File: src/hdl/ifetch_pkg.sv
// fetch stage types: address, instruction and slot structs
// opcode constants plus backward-branch and displacement helpers

package ifetch_pkg;

	// ========================================
	// basic widths
	// ========================================
	typedef logic [31:0] pc_t;          // byte address
	typedef logic [31:0] insn_t;        // opcode in [6:0], displacement in [31:16]
	typedef logic signed [15:0] disp_t; // byte displacement of a branch

	localparam pc_t INSN_LEN = 32'd4;        // bytes per instruction
	localparam logic [6:0] OP_BRANCH = 7'h63;
	localparam insn_t NOP_INSN = 32'h0000_0000; // opcode 0, never a branch

	// ========================================
	// grouped signals
	// ========================================
	typedef struct packed {
		logic v;      // slot holds a live instruction
		pc_t pc;
		insn_t insn;
	} fetch_slot_t;

	typedef struct packed {
		logic hit;    // both words below are good this cycle
		insn_t insn0; // word at pc
		insn_t insn1; // word at pc + 4
	} icache_resp_t;

	typedef struct packed {
		logic valid;  // single-cycle pulse
		pc_t pc;      // restart address
	} redirect_t;

	// sign-extended displacement, ready to add to a pc
	function automatic pc_t branch_disp(insn_t insn);
		disp_t disp;
		disp = insn[31:16];
		return {{16{disp[15]}}, disp};
	endfunction

	// branch with a negative displacement, i.e. a loop closing branch
	function automatic logic is_back_branch(insn_t insn);
		disp_t disp;
		disp = insn[31:16];
		return (insn[6:0] == OP_BRANCH) && disp[15];
	endfunction

endpackage
File: src/hdl/ifetch_top.sv
// instruction fetch stage top level
// pc, ping-pong buffers, branch scan and enqueue control

`timescale 1ns/1ps

module ifetch_top import ifetch_pkg::*; #(
	parameter pc_t RESET_PC = 32'h0000_1000
) (
	input  logic clk,
	input  logic rst,
	input  icache_resp_t icache,
	input  logic [1:0] iq_free,
	input  redirect_t miss,
	output pc_t pc,
	output fetch_slot_t fb0,
	output fetch_slot_t fb1,
	output logic branchback
);

	// ========================================
	// internal wires
	// ========================================
	pc_t backpc;
	logic [1:0] deq;
	logic flip;
	logic load_en;
	logic load_pair;
	logic discard_young;
	logic flush;
	logic redirect_back;
	logic pair_ab_empty;
	logic pair_cd_empty;

	fetch_pc #(
		.RESET_PC(RESET_PC)
	) pc0 (
		.clk(clk),
		.rst(rst),
		.load_en(load_en),
		.redirect_back(redirect_back),
		.backpc(backpc),
		.miss(miss),
		.pc(pc)
	);

	fetch_buffers fbuf0 (
		.clk(clk),
		.rst(rst),
		.icache(icache),
		.pc(pc),
		.load_en(load_en),
		.load_pair(load_pair),
		.flip(flip),
		.discard_young(discard_young),
		.flush(flush),
		.deq(deq),
		.fb0(fb0),
		.fb1(fb1),
		.pair_ab_empty(pair_ab_empty),
		.pair_cd_empty(pair_cd_empty)
	);

	branch_scan bscan0 (
		.fb0(fb0),
		.fb1(fb1),
		.branchback(branchback),
		.backpc(backpc)
	);

	enqueue_ctrl ectl0 (
		.clk(clk),
		.rst(rst),
		.fb0_v(fb0.v),
		.fb1_v(fb1.v),
		.branchback(branchback),
		.hit(icache.hit),
		.iq_free(iq_free),
		.miss_valid(miss.valid),
		.pair_ab_empty(pair_ab_empty),
		.pair_cd_empty(pair_cd_empty),
		.deq(deq),
		.flip(flip),
		.load_en(load_en),
		.load_pair(load_pair),
		.discard_young(discard_young),
		.flush(flush),
		.redirect_back(redirect_back)
	);

endmodule

File: src/hdl/enqueue_ctrl.sv
// enqueue decision, head flip and refill request
// branch back and miss handling for the fetch buffers

`timescale 1ns/1ps

module enqueue_ctrl (
	input  logic clk,
	input  logic rst,
	input  logic fb0_v,
	input  logic fb1_v,
	input  logic branchback,
	input  logic hit,
	input  logic [1:0] iq_free,  // bit 0 tail0 free, bit 1 tail1 free
	input  logic miss_valid,
	input  logic pair_ab_empty,
	input  logic pair_cd_empty,
	output logic [1:0] deq,
	output logic flip,
	output logic load_en,
	output logic load_pair,
	output logic discard_young,
	output logic flush,
	output logic redirect_back
);

	logic take0, take1;
	logic branch_taken;          // slot holding the backward branch leaves
	logic head_left;             // some head slot still live after this edge

	// ========================================
	// enqueue table
	// ========================================
	always_comb begin
		take0 = fb0_v & iq_free[0];
		// second slot needs tail1 too when the first one is also going in
		take1 = fb1_v & (fb0_v ? (iq_free[0] & iq_free[1]) : iq_free[0]);
		// branch sits in fb0: fb1 is younger work and gets dropped, not queued
		if (branchback && fb0_v)
			take1 = 1'b0;
		deq = {take1, take0};

		branch_taken = fb0_v ? take0 : take1;
		head_left = (fb0_v & ~take0) | (fb1_v & ~take1);
	end

	// ========================================
	// pointer, refill, redirect
	// ========================================
	always_comb begin
		flip = (fb0_v | fb1_v) & ~head_left; // head goes empty on this edge

		// refill an empty pair; A/B wins when both are empty
		load_en = hit & ~miss_valid & ~branchback & (pair_ab_empty | pair_cd_empty);
		load_pair = ~pair_ab_empty;

		// loop back only once the branch itself is in the queue
		redirect_back = branchback & branch_taken & ~miss_valid;
		discard_young = redirect_back;
		flush = miss_valid;
	end

	// a flip brings up a pair that is fully loaded or fully empty
	// so a lone valid second slot can only come from a partial dequeue
	a_head_pair_state : assert property (
		@(posedge clk) disable iff (rst)
		(fb1_v && !fb0_v) |-> !$past(flip)
	) else $error("head pair shows second slot only right after a flip");

endmodule

File: src/hdl/branch_scan.sv
// backward branch detect on the head pair
// target adder for the oldest valid head slot

`timescale 1ns/1ps

module branch_scan import ifetch_pkg::*; (
	input  fetch_slot_t fb0,
	input  fetch_slot_t fb1,
	output logic branchback,     // oldest valid head slot loops back
	output pc_t backpc           // its target
);

	fetch_slot_t oldest;         // first valid slot in program order
	logic oldest_bb;

	// ========================================
	// decode
	// ========================================
	always_comb begin
		// fb0 is older whenever it is live, otherwise fb1 is the oldest
		if (fb0.v) begin
			oldest = fb0;
		end else begin
			oldest = fb1;
		end
		oldest_bb = is_back_branch(oldest.insn);
		branchback = oldest.v & oldest_bb; // nothing live, nothing to redirect
	end

	// ========================================
	// target adder
	// ========================================
	// only sampled when branchback is set
	assign backpc = oldest.pc + branch_disp(oldest.insn);

endmodule

File: src/hdl/fetch_buffers.sv
// four fetch slots in two ping-pong pairs, head pointer
// refill, dequeue clear, discard and flush, head pair output mux

`timescale 1ns/1ps

module fetch_buffers import ifetch_pkg::*; (
	input  logic clk,
	input  logic rst,
	input  icache_resp_t icache,
	input  pc_t pc,              // address of icache.insn0
	input  logic load_en,
	input  logic load_pair,      // 0 = A/B, 1 = C/D
	input  logic flip,
	input  logic discard_young,
	input  logic flush,
	input  logic [1:0] deq,      // bit 0 first head slot, bit 1 second
	output fetch_slot_t fb0,
	output fetch_slot_t fb1,
	output logic pair_ab_empty,
	output logic pair_cd_empty
);

	// slot order A, B, C, D; index bit 1 picks the pair
	fetch_slot_t [3:0] slot_q;
	logic head_cd;               // head pair pointer, 0 = A/B

	assign pair_ab_empty = ~slot_q[0].v & ~slot_q[1].v;
	assign pair_cd_empty = ~slot_q[2].v & ~slot_q[3].v;

	// ========================================
	// slot storage
	// ========================================
	always_ff @(posedge clk or posedge rst) begin
		if (rst) begin
			for (int i = 0; i < 4; i++) begin
				slot_q[i] <= '{1'b0, '0, NOP_INSN};
			end
		end else if (flush) begin
			for (int i = 0; i < 4; i++) begin
				slot_q[i].v <= 1'b0;     // branch miss kills everything
			end
		end else begin
			// slots accepted by the issue queue
			if (deq[0])
				slot_q[{head_cd, 1'b0}].v <= 1'b0;
			if (deq[1])
				slot_q[{head_cd, 1'b1}].v <= 1'b0;
			if (discard_young) begin
				// everything fetched after the backward branch
				slot_q[{head_cd, 1'b1}].v <= 1'b0;
				slot_q[{~head_cd, 1'b0}].v <= 1'b0;
				slot_q[{~head_cd, 1'b1}].v <= 1'b0;
			end else if (load_en) begin
				slot_q[{load_pair, 1'b0}] <= '{1'b1, pc, icache.insn0};
				slot_q[{load_pair, 1'b1}] <= '{1'b1, pc + INSN_LEN, icache.insn1};
			end
		end
	end

	// ========================================
	// head pointer
	// ========================================
	always_ff @(posedge clk or posedge rst) begin
		if (rst) begin
			head_cd <= 1'b0;
		end else if (flush || discard_young) begin
			head_cd <= 1'b0;           // restart from A/B
		end else if (load_en && pair_ab_empty && pair_cd_empty) begin
			head_cd <= 1'b0;           // cold refill goes to A/B, make it the head
		end else if (flip) begin
			head_cd <= ~head_cd;       // head drained, younger pair moves up
		end
	end

	// head pair onto the issue side
	assign fb0 = head_cd ? slot_q[2] : slot_q[0];
	assign fb1 = head_cd ? slot_q[3] : slot_q[1];

	// the controller picks the target pair from the empty flags
	a_refill_empty_pair : assert property (
		@(posedge clk) disable iff (rst)
		load_en |-> (load_pair ? pair_cd_empty : pair_ab_empty)
	) else $error("refill aimed at a pair that still holds a valid slot");

endmodule

File: src/hdl/fetch_pc.sv
// program counter of the fetch stage
// next address from miss, branch back or sequential advance

`timescale 1ns/1ps

module fetch_pc import ifetch_pkg::*; #(
	parameter pc_t RESET_PC = 32'h0000_1000
) (
	input  logic clk,
	input  logic rst,
	input  logic load_en,       // pair refilled this edge, step past both words
	input  logic redirect_back, // backward branch leaves the head this edge
	input  pc_t backpc,
	input  redirect_t miss,
	output pc_t pc
);

	localparam pc_t PAIR_STEP = INSN_LEN << 1; // two instructions per refill

	// ========================================
	// pc register
	// ========================================
	// priority: back end miss first, it overrides anything the front end saw
	always_ff @(posedge clk or posedge rst) begin
		if (rst) begin
			pc <= RESET_PC;
		end else if (miss.valid) begin
			pc <= miss.pc;              // restart at the mispredicted target
		end else if (redirect_back) begin
			pc <= backpc;               // loop back to the branch target
		end else if (load_en) begin
			pc <= pc + PAIR_STEP;       // sequential fetch
		end
		// no hit or no room: hold
	end

	// every source of a new pc must keep word alignment
	// miss comes from the back end and backpc from the branch adder
	a_pc_aligned : assert property (
		@(posedge clk) disable iff (rst)
		(pc & (INSN_LEN - 32'd1)) == '0
	) else $error("fetch pc lost instruction alignment");

endmodule

File: config.mk
export PLATFORM = sky130hd
export DESIGN_NAME = ifetch_top
export DESIGN_NICKNAME = d
export VERILOG_FILES = /design/src/hdl/ifetch_pkg.sv /design/src/hdl/ifetch_top.sv /design/src/hdl/enqueue_ctrl.sv /design/src/hdl/branch_scan.sv /design/src/hdl/fetch_buffers.sv /design/src/hdl/fetch_pc.sv
export SDC_FILE = /design/constraint.sdc
export NUM_CORES = 1
export LEC_CHECK = 0
export BUFFER_PORTS_ARGS = -buffer_cell sky130_fd_sc_hd__buf_2
export CORE_ASPECT_RATIO = 0.7
export CORE_UTILIZATION = 29
export CTS_CLUSTER_SIZE = 20
export DETAILED_ROUTE_END_ITERATION = 6
export PLACE_DENSITY_LB_ADDON = 0.1
export SLEW_MARGIN = 20
export SYNTH_ARGS = -nofsm -noshare
export SYNTH_HDL_FRONTEND = slang
export SYNTH_HIERARCHICAL = 1
export SYNTH_SLANG_ARGS = --single-unit
File: constraint.sdc
create_clock -name clk -period 15.6 [get_ports clk]
set_input_delay 3.12 -clock clk [delete_from_list [all_inputs] [get_ports clk]]
set_output_delay 3.12 -clock clk [all_outputs]
set_load 0.02 [all_outputs]
; After elaboration in Yosys (flattened, before gate mapping)
; Cells that the tools add are included.
[totals]
word_cells = 112
ff_bits = 293
out_inout_bits = 163
[classes]
addsub = 3
n_lt_le_gt_ge = 12
eq_ne = 1
bitwise = 28
reduce_logical = 13
mux = 41
[ops]
columns = op, n
row1 = $bwmux W260, 7
row2 = $mux W260, 6
row3 = $mux W65, 9
row4 = $demux W65 S1, 6
row5 = $mux W32, 3
row6 = $add A32 B3 Y32 const B, 1
row7 = $add A32 B32 Y32, 1
row8 = $add A32 B4 Y32 const B, 1
row9 = $lt A2 B3 Y1 const B, 6
row10 = $and A1 B1 Y1, 14
row11 = $ge A2 B1 Y1 const B, 6
row12 = $not A1 Y1, 11
row13 = $logic_and A1 B1 Y1, 10
row14 = $mux W1, 10
row15 = $eq A7 B7 Y1 const B, 1
row16 = $reduce_bool A3 Y1, 2
row17 = $or A1 B1 Y1, 3
row18 = $logic_or A1 B1 Y1, 1

; Longest topological paths before layout
; Gate-level depths: netlist of the first run.
[depth]
word_depth = 15
mapped_depth = 22

; By module
; Netlist of the first run, hierarchy kept.
[modules_own_cells]
columns = module, area_each_um2, instances, cells_per_inst, seq_area_each_um2
row1 = fetch_buffers, 11541.1, 1, 1259, 6431.2
row2 = fetch_pc, 2270.9, 1, 267, 802.0
row3 = branch_scan, 2222.1, 1, 285, 0.0
row4 = enqueue_ctrl, 108.9, 1, 14, 0.0

; Least setup slack after synthesis of the first run
; OpenSTA, ideal clock, no wires.
[synth_path]
path_type = register -> output
startpoint = reg fbuf0.head_cd
endpoint = out branchback
stages_incl_launch_ff = 8
path_slack_ns = 9.365
path_buffers = 3
arrival_time_ns = 3.115
required_time_ns = 12.480
path_cell_list = dfrtp_1 -> clkbuf_1 -> clkbuf_1 -> clkbuf_1 -> o21ai_0 -> nor2b_1 -> nand4_1 -> o41ai_1
[synth_rtl]
columns = item, line
row1 = from (decl), fetch_buffers.sv:25  ; logic head_cd;
row2 = from (signal assigned), fetch_buffers.sv:71  ; head_cd <= ~head_cd;
row3 = to (decl), ifetch_top.sv:17  ; output logic branchback

; Worst setup path in the final report of the first run
[layout_path]
startpoint = reg fbuf0.head_cd
endpoint = out branchback
[layout_between]
elab_chain_cells = 5
[layout_rtl]
columns = item, line
row1 = $mux W65 (on tied branches), "fetch_buffers.sv:77, fetch_buffers.sv:76"
row2 = $mux W65 *, branch_scan.sv:21  ; if (fb0.v) begin
row3 = $eq A7 B7 Y1, ifetch_pkg.sv:48  ; return (insn[6:0] == OP_BRANCH) && disp[15];
row4 = $logic_and A1 B1 Y1, ifetch_pkg.sv:48
row5 = $and A1 B1 Y1 *, branch_scan.sv:27  ; branchback = oldest.v & oldest_bb;
; Every way passes the cells marked *; elsewhere a longest branch is shown, timed or not.

==> impl_metrics.env, run 1 <==
export IMPL_seq_power_share_pct=33.4
export IMPL_grt_pass1_vias=13600
export IMPL_synth_flop_cell="dfrtp_1"
export IMPL_timing_fmax_ghz=0.145
export IMPL_p_leak_uw=0.00952
export IMPL_syn_avg_cell_area_um2=8.85
export IMPL_arrival_ns=3.76
export IMPL_rr_worst_depth=18
export IMPL_multi_input_area_mm2=0.00848
export IMPL_final_layout_size_suffix_gt1_share_pct=26.8
export IMPL_grt_max_degree=85
export IMPL_netlist_cell_type_count=76
export IMPL_dr_wl_met2_um=24300
export IMPL_grtUsageTotal_pct=20.6
export IMPL_cts_buffer_depth=3
export IMPL_numClockSinks=289
export IMPL_r2r_start="fbuf0/head_cd$_DFFE_PP0P_"
export IMPL_layout_nets=2188
export IMPL_reg2reg_slack_ns=9.20
export IMPL_grt_ovfl_total=0
export IMPL_synth_edff_count=0
export IMPL_rsz0062_at_grt="no"
export IMPL_met3_length_um=2600
export IMPL_yosysWarnings=6
export IMPL_wire_per_inst_um=20.8
export IMPL_hold_viol=0
export IMPL_crit_path_max_fanout=49
export IMPL_cp_end_kind="output port"
export IMPL_synth_ff_latch_count=289
export IMPL_switching_share_pct=40.5
export IMPL_htreeDepth=2
export IMPL_layout_commonest_cell="nand2_1"
export IMPL_gp_congestion=0.846
export IMPL_viasPerCell=4.89
export IMPL_nFillCells=5700
export IMPL_die_area_mm2=0.0566
export IMPL_slew_headroom_pct=28.2
export IMPL_clkPwrFrac_pct=25.3
export IMPL_ir_drop_v=0.0000576
export IMPL_area_delta_synth_final_pct=20.3
export IMPL_dp_hpwl_um=40400
export IMPL_cts_root_buf="clkbuf_16"
export IMPL_pin_count=265
export IMPL_drt_wl_total_um=58400
export IMPL_final_cell_mix="nand2_1 (689), dfrtp_1 (287), buf_2 (264)"
export IMPL_start_util_pct=29.7
export IMPL_syn_nets=1961
export IMPL_tightest_slew_ns=1.07
export IMPL_grt_pass1_wl_um=88100
export IMPL_finalMaxSlewViolations=0
export IMPL_post_cts_resize_count=0
export IMPL_path_class="reg -> out"
export IMPL_drc=0
export IMPL_finalSetupTns_ns=0
export IMPL_dr_pass1_iters=5
export IMPL_p_switching_uw=1370
export IMPL_seqCellArea_mm2=0.00724
export IMPL_drtIter0Drc=967
export IMPL_syn_area_mm2=0.0161
export IMPL_p_int_uw=2020
export IMPL_clk_pin_slew_ns=0.06
export IMPL_maxCapViolCount=0
export IMPL_status="completed"
export IMPL_antenna_found_initial=1
export IMPL_setup_viol=0
export IMPL_power_density_mw_per_mm2=175
export IMPL_postRouteAntennaNets=0
export IMPL_worstSetupEndpoint="branchback"
export IMPL_dr_max_layer_used="met4"
export IMPL_r2r_end="pc0/pc[31]$_DFFE_PP0P_"
export IMPL_fin_total_pwr_uw=3390
export IMPL_hold_class="reg -> reg"
export IMPL_die_h_um=199
export IMPL_cts_setup_buffers=0
export IMPL_cts_tree="yes"
export IMPL_startpoint="fbuf0/head_cd$_DFFE_PP0P_"
export IMPL_vias=13700
export IMPL_fin_crit_sh_pct=44.1
export IMPL_crit_required_ns=12.48
export IMPL_syn_inst=1825
export IMPL_synthArstFlopShare_pct=100
export IMPL_cts_buffers_inserted=36
export IMPL_ys_seq_area_share_pct=44.8
export IMPL_fp_coreArea_mm2=0.0544
export IMPL_skew_ns=0.0209
export IMPL_combPwrFrac_pct=41.3
export IMPL_insertion_delay_ns=0.56
export IMPL_start_kind="flop"
export IMPL_postCtsHoldBufs=0
export IMPL_wl_met1_um=30500
export IMPL_rows=71
export IMPL_dieWidth_um=284
export IMPL_io_buffers=264
export IMPL_period_minus_slack_ns=6.88
area by class of cell:
type                            instances  share of cell area, %
Multi-Input combinational cell       1416                   43.7
Sequential cell                       289                   37.3
Timing Repair Buffer                  293                   7.93
Clock buffer                           53                   5.39
Tap cell                              730                   4.71
Clock inverter                          8                  0.651
Inverter                               16                  0.348
Antenna cell                            1                 0.0129
routing by layer:
layer	GRT usage, %	vias to the layer above
met5	0	-
met4	4.66	0
met3	3.36	55
met2	30.0	296
met1	31.5	6755
li1	-	6604
cell usage after synthesis (3+ instances only):
cell / instances / area (um2)
nand2_1: 689 / 2590
dfrtp_1: 288 / 7210
mux2_2: 175 / 1970
o21ai_0: 89 / 445
clkbuf_1: 73 / 274
a21oi_1: 57 / 285
nor2_1: 48 / 180
xor2_1: 41 / 359
xnor2_1: 38 / 333
ha_1: 33 / 413
nand4_1: 26 / 163
nand3_1: 22 / 110
a21o_1: 19 / 143
inv_1: 15 / 56.3
nor3_1: 14 / 70.1
buf_1: 13 / 48.8
buf_2: 12 / 60.1
and3_1: 10 / 62.6
mux2i_1: 10 / 100
nor2b_1: 9 / 56.3
nor3b_1: 9 / 67.6
o21ai_1: 8 / 40.0
o221ai_1: 7 / 61.3
o22ai_1: 7 / 43.8
a211oi_1: 6 / 45.0
buf_4: 6 / 45.0
nor4_1: 6 / 37.5
or2_2: 6 / 37.5
a31oi_1: 5 / 31.3
and2_1: 5 / 31.3
o211ai_1: 5 / 37.5
o31ai_1: 5 / 37.5
a22oi_1: 4 / 30.0
and4_1: 4 / 35.0
o21bai_1: 4 / 30.0
a221oi_1: 3 / 26.3
nand2b_1: 3 / 18.8
registers in the layout (all words and copies together) (netlist names):
signal	count
fbuf0/head_cd	1
fbuf0/slot_q	256
pc0/pc	32
power by group through the flow:
| stage | clock network, uW | logic (uW) | registers [uW] |
|---|---|---|---|
| after floorplan | 0 | 946 | 1110 |
| after global routing | 912 | 1530 | 1170 |
| after detailed placement | 0 | 1390 | 1140 |
| after CTS | 888 | 1400 | 1130 |
| final | 859 | 1400 | 1130 |
| after global placement | 0 | 1390 | 1140 |
how the worst min path moves through the flow:
stage                                  startpoint                       endpoint  slack, ns  depth (start not counted)
global placement    fbuf0/slot_q[156]$_DFFE_PP0P_  fbuf0/slot_q[156]$_DFFE_PP0P_       0.45                          2
detailed placement  fbuf0/slot_q[145]$_DFFE_PP0P_  fbuf0/slot_q[145]$_DFFE_PP0P_       0.46                          2
floorplan           fbuf0/slot_q[130]$_DFFE_PP0P_  fbuf0/slot_q[130]$_DFFE_PP0P_       0.44                          2
finish               fbuf0/slot_q[62]$_DFFE_PP0P_   fbuf0/slot_q[62]$_DFFE_PP0P_       0.47                          2
global route         fbuf0/slot_q[28]$_DFFE_PP0P_   fbuf0/slot_q[28]$_DFFE_PP0P_       0.49                          2
CTS                 fbuf0/slot_q[145]$_DFFE_PP0P_  fbuf0/slot_q[145]$_DFFE_PP0P_       0.47                          2
per-stage QoR:
stage | area [um2] | hold WS (ns) | cells | worst slack, ns | utilization, %
final | 19400 | 0.466 | 2806 | 8.72 | 35.7
after global routing | 19400 | 0.487 | 2805 | 8.43 | 35.7
after CTS | 19400 | 0.471 | 2805 | 8.61 | 35.7
after detailed placement | 18200 | 0.457 | 2744 | 8.83 | 33.5
after global placement | 18200 | 0.452 | 2744 | 8.87 | 33.5
after floorplan | 16100 | 0.440 | 1825 | 5.41 | -
logic make-up after synthesis:
kind of cell    after synthesis  share of synthesized area, %
simple gates                873                          23.0
flops                       289                          44.8
compound gates              245                          9.34
mux                         185                          12.8
buf+inv                     120                          3.02
xor+xnor                     79                          4.29
fa+ha+maj                    34                          2.68
worst max-delay path: stages, from the launching register on:
cell and delay [ns]:
dfrtp_4 0.81, buf_4 0.70, nand2_1 0.23, o21ai_4 0.31
nand4_1 0.19, nor3b_1 0.23, nand3_1 0.18, o41ai_1 0.10
buf_4 0.23, buf_2 0.18
Power figures use the tool's default switching activity.
==> run 2, diff against run 1 <==
--- a/config.mk
+++ b/config.mk
@@ -5,6 +5,7 @@
 export SDC_FILE = /design/constraint.sdc
 export NUM_CORES = 1
 export LEC_CHECK = 0
+export ABC_AREA = 1
 export BUFFER_PORTS_ARGS = -buffer_cell sky130_fd_sc_hd__buf_2
 export CORE_ASPECT_RATIO = 0.7
 export CORE_UTILIZATION = 29
==> constraint.sdc (replaced) <==
create_clock -name clk -period 5.7 [get_ports clk]
set_input_delay 1.14 -clock clk [delete_from_list [all_inputs] [get_ports clk]]
set_output_delay 1.14 -clock clk [all_outputs]
set_load 0.02 [all_outputs]
==> run 2 against run 1 <==
Net effect:
- routed wire length is 25% higher
- clock skew decreased by 0.0014 ns
- largest power group unchanged
- non-clock buffer count is 6 lower
- hold slack better by 0.0071 ns
- die area grew 9.7%
- largest cell class unchanged
- register-to-register slack got worse by 8.0 ns
- sequential power increased to 2.8 times the previous value
- synthesized cell count up 48%
==> impl_metrics.env, run 2 <==
export IMPL_status="completed"
export IMPL_cts_buffer_depth=3
export IMPL_antenna_found_initial=1
export IMPL_grt_ovfl_total=0
export IMPL_finalSetupTns_ns=0
export IMPL_syn_nets=2828
export IMPL_fp_coreArea_mm2=0.0602
export IMPL_grt_pass1_wl_um=109000
export IMPL_syn_avg_cell_area_um2=6.58
export IMPL_timing_fmax_ghz=0.220
export IMPL_p_switching_uw=4330
export IMPL_r2r_start="fbuf0/head_cd$_DFFE_PP0P_"
export IMPL_netlist_cell_type_count=42
export IMPL_yosys_area_top_type="dfrtp_1"
export IMPL_final_cell_mix="nand2_1 (1278), dfrtp_1 (287), buf_2 (264)"
export IMPL_path_class="reg -> reg"
export IMPL_slew_headroom_pct=32.3
export IMPL_hold_end="fbuf0/slot_q[164]$_DFFE_PP0P_"
export IMPL_min_from="fbuf0/slot_q[164]$_DFFE_PP0P_"
export IMPL_instances_no_fill=3730
export IMPL_setup_viol=0
export IMPL_numClockSinks=289
export IMPL_hold_viol=0
export IMPL_wl_met1_um=36800
export IMPL_ys_seq_area_share_pct=40.8
export IMPL_num_antenna_cells=0
export IMPL_synth_edff_count=0
export IMPL_die_h_um=209
export IMPL_seqCellArea_mm2=0.00724
export IMPL_synth_flop_cell="dfrtp_1"
export IMPL_grtUsageTotal_pct=23.3
export IMPL_power_density_mw_per_mm2=460
export IMPL_vias=17700
export IMPL_largestRegisters="fbuf0/slot_q: 256 flops, pc0/pc: 32 flops, fbuf0/head_cd: 1 flops"
export IMPL_maxCapViolCount=0
export IMPL_cts_buffers_inserted=35
export IMPL_viasPerCell=4.75
export IMPL_period_minus_slack_ns=4.55
export IMPL_switching_share_pct=45.2
export IMPL_dieWidth_um=297
export IMPL_postRouteAntennaNets=0
export IMPL_p_int_uw=5250
export IMPL_drt_wl_total_um=73200
export IMPL_ir_drop_v=0.000220
export IMPL_syn_area_mm2=0.0177
export IMPL_largest_register_ffs=256
export IMPL_dp_hpwl_um=54800
export IMPL_grt_max_degree=200
export IMPL_hold_ws_ns=0.473
export IMPL_dr_pass1_iters=5
export IMPL_syn_inst=2692
export IMPL_cts_tree="yes"
export IMPL_skew_ns=0.0195
export IMPL_finalMaxSlewViolations=0
export IMPL_hold_depth=2
export IMPL_seq_power_share_pct=33.1
export IMPL_synth_area_leaders="dfrtp_1 (41%), nand2_1 (27%), inv_1 (5.6%), o21ai_0 (4.3%), nor2_1 (3.5%)"
export IMPL_drtIter0Drc=1590
export IMPL_cts_setup_buffers=0
export IMPL_reg2reg_slack_ns=1.15
export IMPL_crit_path_max_fanout=42
export IMPL_die_area_mm2=0.0621
export IMPL_dp_cells=3671
export IMPL_r2r_end="pc0/pc[21]$_DFFE_PP0P_"
export IMPL_hold_class="reg -> reg"
export IMPL_wire_per_inst_um=19.6
export IMPL_synthArstFlopShare_pct=100
export IMPL_top_register="fbuf0/slot_q"
export IMPL_rsz0062_at_grt="no"
export IMPL_synth_top_area_share_pct=40.7
export IMPL_fin_crit_sh_pct=79.8
export IMPL_start_kind="flop"
export IMPL_rows=75
export IMPL_multi_input_area_mm2=0.00889
export IMPL_insertion_delay_ns=0.55
export IMPL_gp_congestion=0.943
export IMPL_io_buffers=264
export IMPL_layout_commonest_cell="nand2_1"
export IMPL_postCtsHoldBufs=0
export IMPL_clk_pin_slew_ns=0.06
export IMPL_post_cts_resize_count=0
export IMPL_grt_pass1_vias=16900
export IMPL_p_leak_uw=0.0116
export IMPL_tightest_slew_ns=1.01
export IMPL_cp_end_kind="flop"
export IMPL_synth_ff_latch_count=289
export IMPL_drc=0
export IMPL_crit_required_ns=6.14
export IMPL_synthTopCellsByCount="nand2_1 (1279), dfrtp_1 (288), inv_1 (266), nor2_1 (167), o21ai_0 (153)"
export IMPL_cts_root_buf="clkbuf_16"
export IMPL_layout_nets=3036
export IMPL_yosysWarnings=6
export IMPL_synth_most_common_cell="nand2_1"
export IMPL_dr_max_layer_used="met4"
export IMPL_area_delta_synth_final_pct=17.6
export IMPL_pin_count=265
export IMPL_combPwrFrac_pct=43.6
export IMPL_met3_length_um=4650
export IMPL_arrival_ns=4.99
export IMPL_htreeDepth=2
export IMPL_start_util_pct=29.5
export IMPL_clkPwrFrac_pct=23.3
export IMPL_final_layout_size_suffix_gt1_share_pct=13.9
export IMPL_rr_worst_depth=18
export IMPL_fin_total_pwr_uw=9580
export IMPL_nFillCells=6714
export IMPL_dr_wl_met2_um=30700
run 2: changes by cell type in the layout (fill, tap and decap cells not counted), sizes merged, moves of 11 or more:
cell	change
nand2	+608
inv	+259
mux2	-175
o21ai	+160
nor2	+138
nand3	+94
xnor2	-31
xor2	-22
nand4	-21
a21o	-16
a21oi	-14
nor3b	-11
run 2: cells by family (layout without fill, tap and decap cells):
group	after synthesis	after routing	synth area share [%]
fa+ha+maj	34	34	2.44
buf+inv	392	622	9.14
flops	289	289	40.8
simple gates	1625	1625	36.6
xor+xnor	26	26	1.29
compound gates	326	326	9.69
run 2: worst max path at each step:
stage | startpoint | end | slack, ns | depth (start not counted)
2_1_floorplan | rst | fbuf0/head_cd$_DFFE_PP0P_ | 1.17 | 1
3_3_place_gp | fbuf0/head_cd$_DFFE_PP0P_ | pc0/pc[21]$_DFFE_PP0P_ | 1.23 | 18
3_5_place_dp | fbuf0/head_cd$_DFFE_PP0P_ | pc0/pc[21]$_DFFE_PP0P_ | 1.18 | 18
4_1_cts | fbuf0/head_cd$_DFFE_PP0P_ | pc0/pc[21]$_DFFE_PP0P_ | 1.16 | 18
5_1_grt | fbuf0/head_cd$_DFFE_PP0P_ | pc0/pc[30]$_DFFE_PP0P_ | 0.78 | 18
6_report | fbuf0/head_cd$_DFFE_PP0P_ | pc0/pc[21]$_DFFE_PP0P_ | 1.15 | 18
run 2: cell type report:
class | instances | share of cell area, %
Clock buffer | 47 | 4.71
Sequential cell | 289 | 34.7
Inverter | 276 | 5.02
Tap cell | 808 | 4.85
Multi-Input combinational cell | 2011 | 42.6
Timing Repair Buffer | 287 | 7.47
Clock inverter | 12 | 0.600
run 2: worst max-delay path, stage by stage, from the launching register on:
cell	delay, ns
dfrtp_4	0.86
nand2_1	0.22
o21ai_4	0.22
inv_2	0.07
buf_4	0.24
nand2_1	0.13
nand2_1	0.53
ha_1	0.68
nand2_1	0.16
nor2_1	0.24
nand2_1	0.11
inv_1	0.07
nand2_1	0.06
nand3_1	0.07
nand2_1	0.10
a21oi_1	0.41
nand2_1	0.12
nand2_1	0.07
nand2_1	0.04
run 2: metrics by stage:
step / instance area (um2) / util [%] / worst slack (ns)
floorplan: 17700 / - / 1.17
global placement: 19700 / 32.8 / 1.23
detailed placement: 19700 / 32.8 / 1.18
CTS: 20800 / 34.7 / 1.16
global route: 20800 / 34.7 / 0.779
finish: 20800 / 34.7 / 1.15
run 2: per-layer routing:
metal	global-route usage, %	up-vias
met5	0	-
met4	4.14	0
met3	3.99	58
met2	34.3	508
met1	35.7	8426
li1	-	8739
run 2: power groups by stage:
stage / Sequential, uW / Combinational [uW] / Clock, uW
final: 3170 / 4180 / 2230
after global routing: 3250 / 4630 / 2400
after CTS: 3160 / 4210 / 2300
after detailed placement: 3190 / 4200 / 0
after global placement: 3180 / 4160 / 0
after floorplan: 3070 / 2670 / 0
==> run 3, diff against run 2 <==
==> constraint.sdc (replaced) <==
create_clock -name clk -period 4.1 [get_ports clk]
set_input_delay 0.82 -clock clk [delete_from_list [all_inputs] [get_ports clk]]
set_output_delay 0.82 -clock clk [all_outputs]
set_load 0.02 [all_outputs]
==> run 3 against run 2 <==
Net effect:
- setup slack worse by 1.2 ns
- via count up 3.0%
- clock skew up 0.0029 ns
- the run now ends with negative setup slack left
- critical path type unchanged
- global-route usage up 1.2 points
- clock power up 57%
- first-iteration DRC count up 12%
- routed wire length up 4.8%
- critical endpoint is now pc0/pc[11]$_DFFE_PP0P_
==> impl_metrics.env, run 3 (synthesis gave the netlist of run 2 again) <==
export IMPL_period_minus_slack_ns=4.17
export IMPL_grt_max_degree=108
export IMPL_grt_pass1_vias=17300
export IMPL_skew_ns=0.0224
export IMPL_fp_coreArea_mm2=0.0602
export IMPL_finalSetupTns_ns=-0.0748
export IMPL_cpMostUsedCell="nand2_1"
export IMPL_cts_buffers_inserted=35
export IMPL_power_density_mw_per_mm2=649
export IMPL_cts_root_buf="clkbuf_16"
export IMPL_gp_congestion=0.999
export IMPL_cp_slowest_cell="o21ai_0"
export IMPL_hold_viol=0
export IMPL_cp_num_buf_inv=1
export IMPL_postCtsHoldBufs=0
export IMPL_crit_chain="buf_12 > o21ai_0 > nand2_1 > nand2_1 > ha_1 > nand2_1 > nand2_1 > a21oi_1 > nand2_2 > nand2_1 > nand2_2 > xor2_1 > nand2_1 > nand3_1 > nand2_1 > nand2_1"
export IMPL_io_buffers=264
export IMPL_numClockSinks=289
export IMPL_tightest_slew_ns=1.21
export IMPL_pin_count=265
export IMPL_post_cts_resize_count=0
export IMPL_final_cell_mix="nand2_1 (1278), dfrtp_1 (287), buf_2 (264)"
export IMPL_dieWidth_um=297
export IMPL_drtIter0Drc=1784
export IMPL_slew_headroom_pct=18.4
export IMPL_ir_drop_v=0.000350
export IMPL_layout_commonest_cell="nand2_1"
export IMPL_postRouteAntennaNets=0
export IMPL_fin_crit_sh_pct=102
export IMPL_dp_hpwl_um=58300
export IMPL_arrival_ns=4.65
export IMPL_violations="negative setup slack"
export IMPL_grtUsageTotal_pct=24.6
export IMPL_maxCapViolCount=0
export IMPL_insertion_delay_ns=0.56
export IMPL_wire_per_inst_um=20.3
export IMPL_antenna_found_initial=3
export IMPL_top_register="fbuf0/slot_q"
export IMPL_timing_fmax_ghz=0.240
export IMPL_p_leak_uw=0.0119
export IMPL_area_delta_synth_final_pct=20.9
export IMPL_cts_setup_buffers=0
export IMPL_status="finished, violations left"
export IMPL_cts_buffer_depth=3
export IMPL_reg2reg_slack_ns=-0.07
export IMPL_largest_register_ffs=256
export IMPL_start_kind="flop"
export IMPL_drc=0
export IMPL_clk_pin_slew_ns=0.06
export IMPL_path_class="reg -> reg"
export IMPL_grt_ovfl_total=0
export IMPL_cts_tree="yes"
export IMPL_cpLargestDelayFamily="simple AND/OR/NAND/NOR gates"
export IMPL_vias=18300
export IMPL_die_h_um=209
export IMPL_die_area_mm2=0.0621
export IMPL_cp_end_kind="flop"
export IMPL_hold_class="in -> async"
export IMPL_final_layout_size_suffix_gt1_share_pct=15.2
export IMPL_finalMaxSlewViolations=0
export IMPL_r2r_end="pc0/pc[11]$_DFFE_PP0P_"
export IMPL_grt_pass1_wl_um=114000
export IMPL_num_antenna_cells=0
export IMPL_setup_slack_ns=-0.0748
export IMPL_largestRegisters="fbuf0/slot_q: 256 flops, pc0/pc: 32 flops, fbuf0/head_cd: 1 flops"
export IMPL_finalCoreUtilization_pct=35.6
export IMPL_rr_worst_depth=16
export IMPL_rows=75
export IMPL_layout_nets=3072
export IMPL_crit_required_ns=4.58
export IMPL_crit_path_max_fanout=44
export IMPL_r2r_start="fbuf0/head_cd$_DFFE_PP0P_"
export IMPL_rsz0062_at_grt="no"
export IMPL_start_util_pct=29.5
export IMPL_drt_wl_total_um=76700
export IMPL_htreeDepth=2
export IMPL_crit_path_max_incr_delay_ns=0.97
export IMPL_viasPerCell=4.85
export IMPL_dr_pass1_iters=6
export IMPL_setup_viol=1
-- run 3: report_power, final --
group	total (uW)	switching [uW]	internal, uW
combinational	6030	4210	1820
sequential	4360	608	3760
clock	3500	1350	2150
-- run 3: layout make-up --
class / instances / area, um2
fillers: 6617 / 38700
multi-input cells: 2011 / 8890
flip-flops and latches: 289 / 7240
repair buffers: 323 / 1960
inverters: 276 / 1050
clock buffers: 48 / 1040
well taps: 808 / 1010
clock inverters: 15 / 243
-- run 3: worst max path at each step --
| stage | cells past startpoint | end | from | slack [ns] |
|---|---|---|---|---|
| 6_report | 16 | pc0/pc[11]$_DFFE_PP0P_ | fbuf0/head_cd$_DFFE_PP0P_ | -0.07 |
| 3_3_place_gp | 16 | pc0/pc[11]$_DFFE_PP0P_ | fbuf0/head_cd$_DFFE_PP0P_ | 0.23 |
| 2_1_floorplan | 1 | fbuf0/head_cd$_DFFE_PP0P_ | rst | -0.11 |
| 4_1_cts | 16 | pc0/pc[11]$_DFFE_PP0P_ | fbuf0/head_cd$_DFFE_PP0P_ | 0.22 |
| 5_1_grt | 19 | pc0/pc[31]$_DFFE_PP0P_ | fbuf0/head_cd$_DFFE_PP0P_ | 0.000008 |
| 3_5_place_dp | 16 | pc0/pc[11]$_DFFE_PP0P_ | fbuf0/head_cd$_DFFE_PP0P_ | 0.26 |
-- run 3: metal layers --
| layer | GRT usage (%) | vias to the layer above | part of all wire [%] |
|---|---|---|---|
| met5 | 0 | - | 0.012 |
| met1 | 37.7 | 8707 | 50 |
| met4 | 6.01 | 2 | 2.3 |
| met3 | 5.02 | 99 | 7.4 |
| li1 | - | 8811 | - |
| met2 | 34.5 | 651 | 40 |
-- run 3: tightest hold or removal path, delay by kind of cell --
family	cells	cell delay, ns
buffers and inverters	3	0.60
-- run 3: metrics by stage --
stage,power [uW],cell area [um2],setup WS (ns),cells,hold slack [ns]
5_1_grt,14800,21400,0.00000844,3770,0.480
4_1_cts,14000,21400,0.221,3770,0.440
3_5_place_dp,10400,20100,0.265,3707,0.466
6_report,13900,21400,-0.0748,3770,0.439
3_3_place_gp,10300,20100,0.231,3707,0.460
2_1_floorplan,7980,17700,-0.106,2692,0.442
